<file path="src/source/fpsu_pkg.sv">
// shared types for the two-lane single precision unit; forward selectors are 2 bits so at most 3 buses
package fpsu_pkg;

  localparam int LANE_W = 32;
  localparam int LANES  = 2;
  localparam int SRC_W  = 2;  // 0 selects the register value, k selects bus k-1

  typedef enum logic [2:0] {
    FOP_ADDS  = 3'd0,
    FOP_SUBS  = 3'd1,
    FOP_ADDSP = 3'd2,
    FOP_SUBSP = 3'd3,
    FOP_CMPS  = 3'd4
  } fop_e;  // other codes act as no-op

  typedef logic [LANE_W-1:0] lane_t;
  typedef lane_t [LANES-1:0] vec_t;

  localparam lane_t QNAN = 32'h7fc0_0000;

  typedef struct packed {
    logic invalid;
    logic overflow;
    logic underflow;
    logic inexact;
  } exc_flags_t;

  typedef enum logic [2:0] {
    EXC_NONE      = 3'd0,
    EXC_INVALID   = 3'd1,
    EXC_OVERFLOW  = 3'd2,
    EXC_UNDERFLOW = 3'd3,
    EXC_INEXACT   = 3'd4
  } exc_code_e;

  // same bit order as exc_flags_t
  typedef struct packed {
    logic invalid_en;
    logic overflow_en;
    logic underflow_en;
    logic inexact_en;
  } fp_csr_t;

  typedef struct packed {
    logic lt;
    logic eq;
    logic gt;
    logic unord;
  } cmp_flags_t;

  typedef struct packed {
    fop_e             op;
    vec_t             a;
    vec_t             b;
    logic [SRC_W-1:0] src_a;
    logic [SRC_W-1:0] src_b;
  } fp_req_t;

  typedef struct packed {
    vec_t       data;
    cmp_flags_t cmp;
    logic       ret_en;
    exc_code_e  ret_code;
  } fp_res_t;

  typedef struct packed {
    logic is_sub;
    logic is_packed;
    logic is_cmp;
  } ctrl_t;

endpackage

</file>
<file path="src/source/fp32_add_lane.sv">
// round to nearest even only; subnormal inputs and results flush to zero, NaN results are 0x7FC00000
`timescale 1ns/1ps
module fp32_add_lane (
  input  logic                 clk,
  input  logic                 rst,
  input  logic                 en,
  input  logic                 is_sub,
  input  fpsu_pkg::lane_t      a,
  input  fpsu_pkg::lane_t      b,
  output fpsu_pkg::lane_t      sum,
  output fpsu_pkg::exc_flags_t flags
);

  logic        sa, sb, eff_sub, a_big;
  logic        a_zero, b_zero, a_inf, b_inf, a_nan, b_nan;
  logic [30:0] a_mag, b_mag;
  logic [7:0]  exp_big, exp_diff;
  logic [23:0] m_big, m_small;
  logic [5:0]  sh;
  logic [49:0] wide;
  logic [27:0] big_ext, small_ext;

  logic        s1_en, s1_nan, s1_inf, s1_sign, s1_zsign;
  logic [7:0]  s1_exp;
  logic [27:0] s1_sum;  // carry, hidden bit, 23 fraction bits, guard, round, sticky

  logic [4:0]           lz;
  logic [27:0]          norm;
  logic signed [9:0]    exp_n, exp_r;
  logic                 grd, stk, rnd_up;
  logic [23:0]          mant_r;
  fpsu_pkg::lane_t      sum_n;
  fpsu_pkg::exc_flags_t flags_n;

  always_comb begin
    sa     = a[31];
    sb     = b[31] ^ is_sub;
    a_zero = a[30:23] == 8'd0;  // subnormals too
    b_zero = b[30:23] == 8'd0;
    a_inf  = (a[30:23] == 8'hff) && (a[22:0] == '0);
    b_inf  = (b[30:23] == 8'hff) && (b[22:0] == '0);
    a_nan  = (a[30:23] == 8'hff) && (a[22:0] != '0);
    b_nan  = (b[30:23] == 8'hff) && (b[22:0] != '0);
    a_mag  = a_zero ? '0 : a[30:0];
    b_mag  = b_zero ? '0 : b[30:0];
    a_big  = a_mag >= b_mag;
    eff_sub = sa ^ sb;

    exp_big  = a_big ? a_mag[30:23] : b_mag[30:23];
    exp_diff = exp_big - (a_big ? b_mag[30:23] : a_mag[30:23]);
    m_big    = a_big ? {~a_zero, a_mag[22:0]} : {~b_zero, b_mag[22:0]};
    m_small  = a_big ? {~b_zero, b_mag[22:0]} : {~a_zero, a_mag[22:0]};

    // clamp keeps a far-off operand alive in the sticky bit
    sh        = (exp_diff > 8'd49) ? 6'd49 : exp_diff[5:0];
    wide      = {m_small, 26'd0} >> sh;
    big_ext   = {1'b0, m_big, 3'b000};
    small_ext = {1'b0, wide[49:24], |wide[23:0]};
  end

  always_ff @(posedge clk) begin
    if (rst) s1_en <= 1'b0;
    else s1_en <= en;
    s1_nan   <= a_nan | b_nan | (a_inf & b_inf & eff_sub);
    s1_inf   <= a_inf | b_inf;
    s1_sign  <= a_big ? sa : sb;
    s1_zsign <= sa & sb;  // exact zero is -0 only for -0 + -0
    s1_exp   <= exp_big;
    s1_sum   <= eff_sub ? big_ext - small_ext : big_ext + small_ext;
  end

  always_comb begin
    lz = 5'd0;
    for (int i = 0; i < 28; i++) begin
      if (s1_sum[i]) lz = 5'(27 - i);
    end
    norm   = s1_sum << lz;
    grd    = norm[3];
    stk    = |norm[2:0];
    rnd_up = grd & (stk | norm[4]);  // ties go to even
    mant_r = {1'b0, norm[26:4]} + 24'(rnd_up);
    exp_n  = $signed({2'b00, s1_exp}) + 10'sd1 - $signed({5'd0, lz});
    exp_r  = exp_n + $signed({9'd0, mant_r[23]});

    flags_n = '0;
    if (s1_nan) begin
      sum_n           = fpsu_pkg::QNAN;
      flags_n.invalid = 1'b1;
    end else if (s1_inf) begin
      sum_n = {s1_sign, 8'hff, 23'd0};
    end else if (s1_sum == '0) begin
      sum_n = {s1_zsign, 31'd0};
    end else if (exp_r >= 10'sd255) begin
      sum_n            = {s1_sign, 8'hff, 23'd0};
      flags_n.overflow = 1'b1;
      flags_n.inexact  = 1'b1;
    end else if (exp_r <= 10'sd0) begin
      sum_n             = {s1_sign, 31'd0};  // flushed
      flags_n.underflow = 1'b1;
      flags_n.inexact   = 1'b1;
    end else begin
      sum_n           = {s1_sign, exp_r[7:0], mant_r[22:0]};
      flags_n.inexact = grd | stk;
    end
  end

  always_ff @(posedge clk) begin
    if (rst || !s1_en) begin
      sum   <= '0;
      flags <= '0;
    end else begin
      sum   <= sum_n;
      flags <= flags_n;
    end
  end

endmodule

</file>
<file path="src/source/fp32_compare.sv">
// subnormals compare as zero; any NaN operand gives unordered and raises invalid
`timescale 1ns/1ps
module fp32_compare (
  input  logic                 clk,
  input  logic                 rst,
  input  logic                 en,
  input  fpsu_pkg::lane_t      a,
  input  fpsu_pkg::lane_t      b,
  output fpsu_pkg::cmp_flags_t cmp,
  output logic                 invalid
);

  logic                 a_nan, b_nan;
  logic [30:0]          a_mag, b_mag;
  logic                 s1_en, s1_unord, s1_both_zero, s1_sa, s1_sb, s1_lt, s1_eq;
  fpsu_pkg::cmp_flags_t cmp_n;

  always_comb begin
    a_nan = (a[30:23] == 8'hff) && (a[22:0] != '0);
    b_nan = (b[30:23] == 8'hff) && (b[22:0] != '0);
    a_mag = (a[30:23] == 8'd0) ? '0 : a[30:0];
    b_mag = (b[30:23] == 8'd0) ? '0 : b[30:0];
  end

  always_ff @(posedge clk) begin
    if (rst) s1_en <= 1'b0;
    else s1_en <= en;
    s1_unord     <= a_nan | b_nan;
    s1_both_zero <= (a_mag == '0) && (b_mag == '0);  // +0 == -0
    s1_sa        <= a[31];
    s1_sb        <= b[31];
    s1_lt        <= a_mag < b_mag;
    s1_eq        <= a_mag == b_mag;
  end

  always_comb begin
    cmp_n = '0;
    if (s1_unord) cmp_n.unord = 1'b1;
    else if (s1_both_zero) cmp_n.eq = 1'b1;
    else if (s1_sa != s1_sb) begin
      cmp_n.lt = s1_sa;
      cmp_n.gt = s1_sb;
    end else if (s1_eq) cmp_n.eq = 1'b1;
    else begin
      cmp_n.lt = s1_lt ^ s1_sa;  // magnitude order flips for negatives
      cmp_n.gt = ~(s1_lt ^ s1_sa);
    end
  end

  always_ff @(posedge clk) begin
    if (rst || !s1_en) begin
      cmp     <= '0;
      invalid <= 1'b0;
    end else begin
      cmp     <= cmp_n;
      invalid <= s1_unord;
    end
  end

endmodule

</file>
<file path="src/source/fp_exception_report.sv">
// combinational; priority is invalid, overflow, underflow, inexact and masked flags never retire
`timescale 1ns/1ps
module fp_exception_report (
  input  fpsu_pkg::exc_flags_t flags0,
  input  fpsu_pkg::exc_flags_t flags1,
  input  fpsu_pkg::fp_csr_t    csr,
  output logic                 ret_en,
  output fpsu_pkg::exc_code_e  ret_code
);

  fpsu_pkg::exc_flags_t raised;
  fpsu_pkg::exc_flags_t enabled;

  always_comb begin
    raised  = flags0 | flags1;
    enabled = raised & csr;  // csr bits line up with the flags
    ret_en  = |enabled;
    if (enabled.invalid) begin
      ret_code = fpsu_pkg::EXC_INVALID;
    end else if (enabled.overflow) begin
      ret_code = fpsu_pkg::EXC_OVERFLOW;
    end else if (enabled.underflow) begin
      ret_code = fpsu_pkg::EXC_UNDERFLOW;
    end else if (enabled.inexact) begin
      ret_code = fpsu_pkg::EXC_INEXACT;
    end else begin
      ret_code = fpsu_pkg::EXC_NONE;
    end
  end

endmodule

</file>
<file path="src/source/fpsu_issue.sv">
// one request in flight over four-phase req/ack; request must stay stable until ack rises
`timescale 1ns/1ps
module fpsu_issue (
  input  logic                 clk,
  input  logic                 rst,
  input  logic                 req,
  output logic                 ack,
  input  fpsu_pkg::fop_e       op,
  output logic                 capture,
  output fpsu_pkg::ctrl_t      ctrl,
  input  fpsu_pkg::vec_t       lane_res,
  input  fpsu_pkg::cmp_flags_t lane_cmp,
  input  logic                 exc_ret_en,
  input  fpsu_pkg::exc_code_e  exc_code,
  output fpsu_pkg::fp_res_t    res
);

  localparam int PIPE_LAT = 3;  // operand capture plus two execute stages

  typedef enum logic [1:0] {IDLE, BUSY, DONE, RELEASE} state_e;

  state_e              state;
  fpsu_pkg::fop_e      op_q;
  logic [PIPE_LAT-1:0] vld;
  logic                known_op;
  fpsu_pkg::fp_res_t   res_n;

  always_comb begin
    known_op = op_q inside {fpsu_pkg::FOP_ADDS, fpsu_pkg::FOP_SUBS, fpsu_pkg::FOP_ADDSP,
                            fpsu_pkg::FOP_SUBSP, fpsu_pkg::FOP_CMPS};
    res_n = '0;
    if (known_op) begin
      res_n.ret_en   = exc_ret_en;
      res_n.ret_code = exc_code;
      if (ctrl.is_cmp) begin
        res_n.cmp = lane_cmp;  // data stays zero
      end else begin
        res_n.data = lane_res;
        if (!ctrl.is_packed) res_n.data[1] = '0;
      end
    end
  end

  always_ff @(posedge clk) begin
    if (rst) begin
      state   <= IDLE;
      ack     <= 1'b0;
      capture <= 1'b0;
      vld     <= '0;
      ctrl    <= '0;
      op_q    <= fpsu_pkg::FOP_ADDS;
      res     <= '0;
    end else begin
      capture <= 1'b0;
      vld     <= {vld[PIPE_LAT-2:0], capture};
      case (state)
        IDLE: if (req) begin
          state          <= BUSY;
          capture        <= 1'b1;
          op_q           <= op;
          ctrl.is_sub    <= (op == fpsu_pkg::FOP_SUBS) || (op == fpsu_pkg::FOP_SUBSP);
          ctrl.is_packed <= (op == fpsu_pkg::FOP_ADDSP) || (op == fpsu_pkg::FOP_SUBSP);
          ctrl.is_cmp    <= op == fpsu_pkg::FOP_CMPS;
        end
        BUSY: if (vld[PIPE_LAT-1]) begin
          res   <= res_n;
          ack   <= 1'b1;
          state <= DONE;
        end
        DONE: if (!req) state <= RELEASE;  // hold res while req stays up
        RELEASE: begin
          ack   <= 1'b0;
          state <= IDLE;
        end
        default: state <= IDLE;
      endcase
    end
  end

endmodule

</file>
<file path="src/source/fpsu_top.sv">
// ack rises 4 cycles after req is sampled; fwd_bus entries addressed by the request must be stable
`timescale 1ns/1ps
module fpsu_top #(
  parameter int FWD_COUNT = 3
) (
  input  logic                           clk,
  input  logic                           rst,
  input  logic                           req,
  output logic                           ack,
  input  fpsu_pkg::fp_req_t              request,
  input  fpsu_pkg::vec_t [FWD_COUNT-1:0] fwd_bus,
  input  fpsu_pkg::fp_csr_t              csr,
  output fpsu_pkg::fp_res_t              res
);

  logic                 capture;
  fpsu_pkg::ctrl_t      ctrl;
  fpsu_pkg::vec_t       op_a, op_b;
  fpsu_pkg::vec_t       lane_res;
  fpsu_pkg::exc_flags_t lane0_flags, lane1_flags;
  fpsu_pkg::cmp_flags_t cmp_flags;
  logic                 cmp_invalid;
  logic                 ret_en;
  fpsu_pkg::exc_code_e  ret_code;

  fpsu_issue issue_inst (
    .clk(clk), .rst(rst), .req(req), .ack(ack),
    .op(request.op), .capture(capture), .ctrl(ctrl),
    .lane_res(lane_res), .lane_cmp(cmp_flags),
    .exc_ret_en(ret_en), .exc_code(ret_code), .res(res)
  );

  operand_forward #(.FWD_COUNT(FWD_COUNT)) fwd_inst (
    .clk(clk), .rst(rst), .capture(capture),
    .src_a(request.src_a), .src_b(request.src_b),
    .a(request.a), .b(request.b), .fwd_bus(fwd_bus),
    .op_a(op_a), .op_b(op_b)
  );

  fp32_add_lane lane0_inst (
    .clk(clk), .rst(rst), .en(!ctrl.is_cmp), .is_sub(ctrl.is_sub),
    .a(op_a[0]), .b(op_b[0]), .sum(lane_res[0]), .flags(lane0_flags)
  );

  fp32_add_lane lane1_inst (
    .clk(clk), .rst(rst), .en(ctrl.is_packed), .is_sub(ctrl.is_sub),
    .a(op_a[1]), .b(op_b[1]), .sum(lane_res[1]), .flags(lane1_flags)
  );

  fp32_compare cmp_inst (
    .clk(clk), .rst(rst), .en(ctrl.is_cmp),
    .a(op_a[0]), .b(op_b[0]), .cmp(cmp_flags), .invalid(cmp_invalid)
  );

  // compare invalid rides on lane 0 flags
  fp_exception_report exc_inst (
    .flags0(lane0_flags | {cmp_invalid, 3'b000}), .flags1(lane1_flags),
    .csr(csr), .ret_en(ret_en), .ret_code(ret_code)
  );

endmodule

</file>
<file path="src/source/operand_forward.sv">
// selector values above FWD_COUNT fall back to the register value
`timescale 1ns/1ps
module operand_forward #(
  parameter int FWD_COUNT = 3
) (
  input  logic                                  clk,
  input  logic                                  rst,
  input  logic                                  capture,
  input  logic [fpsu_pkg::SRC_W-1:0]            src_a,
  input  logic [fpsu_pkg::SRC_W-1:0]            src_b,
  input  fpsu_pkg::vec_t                        a,
  input  fpsu_pkg::vec_t                        b,
  input  fpsu_pkg::vec_t [FWD_COUNT-1:0]        fwd_bus,
  output fpsu_pkg::vec_t                        op_a,
  output fpsu_pkg::vec_t                        op_b
);

  fpsu_pkg::vec_t sel_a, sel_b;

  always_comb begin
    sel_a = a;
    sel_b = b;
    for (int k = 0; k < FWD_COUNT; k++) begin
      if (src_a == fpsu_pkg::SRC_W'(k + 1)) sel_a = fwd_bus[k];
      if (src_b == fpsu_pkg::SRC_W'(k + 1)) sel_b = fwd_bus[k];
    end
  end

  always_ff @(posedge clk) begin
    if (rst) begin
      op_a <= '0;
      op_b <= '0;
    end else if (capture) begin
      op_a <= sel_a;
      op_b <= sel_b;
    end
  end

endmodule

</file>
<file path="config.mk">
export PLATFORM = sky130hd
export DESIGN_NAME = fpsu_top
export DESIGN_NICKNAME = d
export VERILOG_FILES = /design/src/source/fpsu_pkg.sv /design/src/source/fp32_add_lane.sv /design/src/source/fp32_compare.sv /design/src/source/fp_exception_report.sv /design/src/source/fpsu_issue.sv /design/src/source/fpsu_top.sv /design/src/source/operand_forward.sv
export SDC_FILE = /design/constraint.sdc
export NUM_CORES = 2
export LEC_CHECK = 0
export BUFFER_PORTS_ARGS = -buffer_cell sky130_fd_sc_hd__buf_2
export CORE_MARGIN = 10
export CORE_UTILIZATION = 45
export DETAILED_ROUTE_END_ITERATION = 10
export GPL_ROUTABILITY_DRIVEN = 0
export PLACE_DENSITY = 0.76
export SYNTH_ARGS = -nofsm -noshare
export SYNTH_HDL_FRONTEND = slang
export SYNTH_SLANG_ARGS = --single-unit
</file>
<file path="constraint.sdc">
create_clock -name clk -period 13.9 [get_ports clk]
set_clock_uncertainty 0.15 [all_clocks]
set_input_delay 0.695 -clock clk [delete_from_list [all_inputs] [get_ports clk]]
set_output_delay 0.695 -clock clk [all_outputs]
set_load 0.02 [all_outputs]
</file>
==> summary.md <==
| Metric | Value |
|---|---|
| Share of cells above drive strength 1 | 16.9% |
| Hold Buf Count CTS | 0 |
| Worst endpoint data arrival time | around 12,000 ps |
| Die height | approximately 300 µm |
| Reg-to-reg slack, setup | approximately 2200 ps |
| Die width | slightly below 300 µm |
| Cells after Synth | approximately 4,400 |
| CTS resizes | 0 |
| Post-Syn Area | 0.0342 mm² |
| Synthesis Warnings | 0 |
| Hold path endpoint | issue_inst.op_q[0] |
| Total setup buffers inserted after CTS | 0 |
| Vias after detailed routing | ~36,000 |
| WL/cell | ~23 µm |
| Hold depth | 3 |
| Total track usage | between 20% and 30% |
| Status | finished, final reports clean |
| Setup WS pre-CTS | roughly 2500 ps |
| Worst EP required | around 14,000 ps |
| Initial antenna violation count | 13 |
| R2R cell count | 46 |
| Unrepaired setup endpoints after global routing | false |
| Yosys top cell by area | dfxtp_1 |
| Clk buf depth | 3 |
| Htree depth | 2 |
| EDFF count, synth | 0 |
| CTS tree | done |
| Prevailing post-synth register cell | dfxtp_1 |
| Crit path max fanout | 27 |
| Tcrit/Tclk final | between 80% and 90% |
| Clock Root Buffer | clkbuf_16 |
| Most frequent cells in the layout | 509 x nor2_1, 401 x buf_2, 400 x nand2_1, 377 x dfxtp_1, 299 x a21oi_1 |
| CTS sink count | around 380 |
| Critical path's most frequent cell | a21oi_1 |
| Min-delay src | request[132] |
| Net count, final | 5,108 |
| TritonCTS Buffers | between 40 and 50 |
| Maximum clock frequency | roughly 85 MHz |
| Top-area cell type share of the netlist area | roughly 22% |
| Syn_nets | between 4,000 and 5,000 |
| Initial Util | a little under half |
| PortBufs | roughly 410 |
| Slew Limit Fails | 0 |
| Fin Setup TNS | 0 ps |
| Die area | slightly below 0.09 mm² |
| Post-synth ARST share | 0% |
| R2r endpoint | lane1_inst.s1_sum[27] |
| Detailed placement HPWL | 102,000 µm |
| Max_cap viols | 0 |
| Clock-pin slew of the registers on the worst-case setup and hold paths | about 60 ps |
| Grt ovf | 0 |
| Cell with the largest stage delay on the worst path | o41ai_1 |
| Core area | around 0.075 mm² |
| Register area share after synthesis | 22.2% |
| Kind of critical path | reg -> reg |
| Pre-Repair DR Iteration Count | 7 |
| Post-route minimum period | 11,700 ps |
| DR iter-0 viols | roughly 4,600 |
| Commonest non-fill, non-tap cell in the layout | nor2_1 |
| Fill cells | roughly 7,100 |
| Antenna Violating Nets Remaining | 0 |
| Slew @ Worst Pin | 1070 ps |
| Largest net degree at the start of global routing | 80 |
| Synth area leaders | dfxtp_1 22%, mux4_2 9.1%, ha_1 7.4% |
| Via/cell ratio | 6.38 |
| Netlist cell types | roughly 110 |
| Worst r2r src | fwd_inst.op_a[55] |
| Worst setup EP type | register |
| Routed WL | ~130,000 µm |
| Slew HR | between 20% and 30% |
| Worst path max stage delay | 810 ps |
| Worst hold path class | in -> reg |
| Vias in the first global route | roughly 32,000 |
| CP startpoint kind | register |
| Endpoints failing hold | 0 |
| Seq cells post-synth | 378 |
| Final worst setup slack | approximately 2200 ps |
| FP Rows | 100 |
| Final-report setup violation count | 0 |
| First-pass GRT wire length | 189,000 µm |
| # DRC | 0 |
| Syn avg cell area | 7.85 µm² |
| Clock Latency Late Sink | between 500 and 600 ps |
| Layout area overhead | 11.6% |
| I/O pin cnt | between 400 and 500 |
-- routing by layer --
metal | vias up | track usage [%] | wire length (µm)
li1 | 16500 | - | -
met3 | 332 | 8.48 | 15500
met1 | 16500 | 35.5 | 51400
met2 | 2200 | 41.7 | 53700
met4 | 14 | 10.1 | 5270
met5 | - | 0 | 91
-- area by class of cell --
type | instances | area [µm²] | share of cell area [%]
multi-input combinational | 3442 | 24600 | 64.5
sequential | 378 | 7570 | 19.9
timing repair buffer | 452 | 2390 | 6.28
clock buffer | 60 | 1260 | 3.31
tap | 969 | 1210 | 3.18
inverter | 251 | 943 | 2.47
clock inverter | 15 | 129 | 0.338
antenna | 9 | 22.5 | 0.0591
-- per-stage QoR --
stage / instance area [µm²] / hold WS, ps / instances / util [%]
6_report: 38100 / 241 / 5576 / 51.0
5_1_grt: 38100 / 245 / 5567 / 50.9
4_1_cts: 38100 / 221 / 5567 / 50.9
3_5_place_dp: 36700 / 230 / 5492 / 49.1
3_3_place_gp: 36700 / 224 / 5492 / 49.1
2_1_floorplan: 34200 / 212 / 4352 / -
-- flip-flops by register name (all words and copies together) (netlist names), 2 cells and up --
| register | flops |
|---|---|
| issue_inst.op_q | 3 |
| lane1_inst.flags | 4 |
| lane1_inst.s1_exp | 8 |
| lane0_inst.sum | 32 |
| lane0_inst.flags | 4 |
| lane1_inst.sum | 32 |
| issue_inst.ctrl | 3 |
| issue_inst.vld | 3 |
| fwd_inst.op_a | 64 |
| lane1_inst.s1_sum | 28 |
| fwd_inst.op_b | 64 |
| issue_inst.state | 2 |
| issue_inst.res | 72 |
| cmp_inst.cmp | 3 |
| lane0_inst.s1_sum | 28 |
| lane0_inst.s1_exp | 8 |
-- cells by family (layout without fill, tap and decap cells) --
family,after synthesis,after routing,share of synthesized area (%)
compound gates,1150,1150,22.4
xor+xnor,116,116,2.97
fa+ha+maj,205,205,7.60
buf+inv,532,778,5.97
flops,378,378,22.2
mux,420,420,17.5
other cells,0,9,0
simple gates,1551,1551,21.4
-- synth_stat cells (35+ instances only) --
master	count
a211oi_1	38
a21o_1	35
a21oi_1	300
a22o_1	41
a22oi_1	47
a31oi_1	48
buf_1	37
clkbuf_1	221
dfxtp_1	378
ha_1	201
inv_1	245
mux2_2	39
mux2i_1	243
mux4_2	138
nand2_1	400
nand2b_1	37
nand3_1	140
nand4_1	57
nor2_1	510
nor2b_1	39
nor3_1	110
nor4_1	73
o211ai_1	35
o21ai_0	242
o21bai_1	64
or3_1	35
xnor2_1	73
xor2_1	43
-- how the worst max path moves through the flow --
stage                      start                    end  depth (start not counted)
2_1_floorplan  fwd_inst.op_a[26]  lane0_inst.s1_sum[26]                         56
5_1_grt        fwd_inst.op_a[55]  lane1_inst.s1_sum[27]                         45
3_5_place_dp   fwd_inst.op_a[55]  lane1_inst.s1_sum[27]                         46
6_report       fwd_inst.op_a[55]  lane1_inst.s1_sum[27]                         46
3_3_place_gp   fwd_inst.op_a[55]  lane1_inst.s1_sum[27]                         46
4_1_cts        fwd_inst.op_a[55]  lane1_inst.s1_sum[27]                         46
-- worst max-delay path, delay by kind of cell (launching register included) --
kind	cells	cell delay, ps
adder cells (fa/ha/maj)	3	860
AND/OR/NAND/NOR	11	2850
AO/OA/AOI/OAI	27	6640
buffers and inverters	5	640
flip-flops	1	400
Power is not shown: default switching activity piles up to over one toggle a cycle in this logic, so the estimate is an artifact.
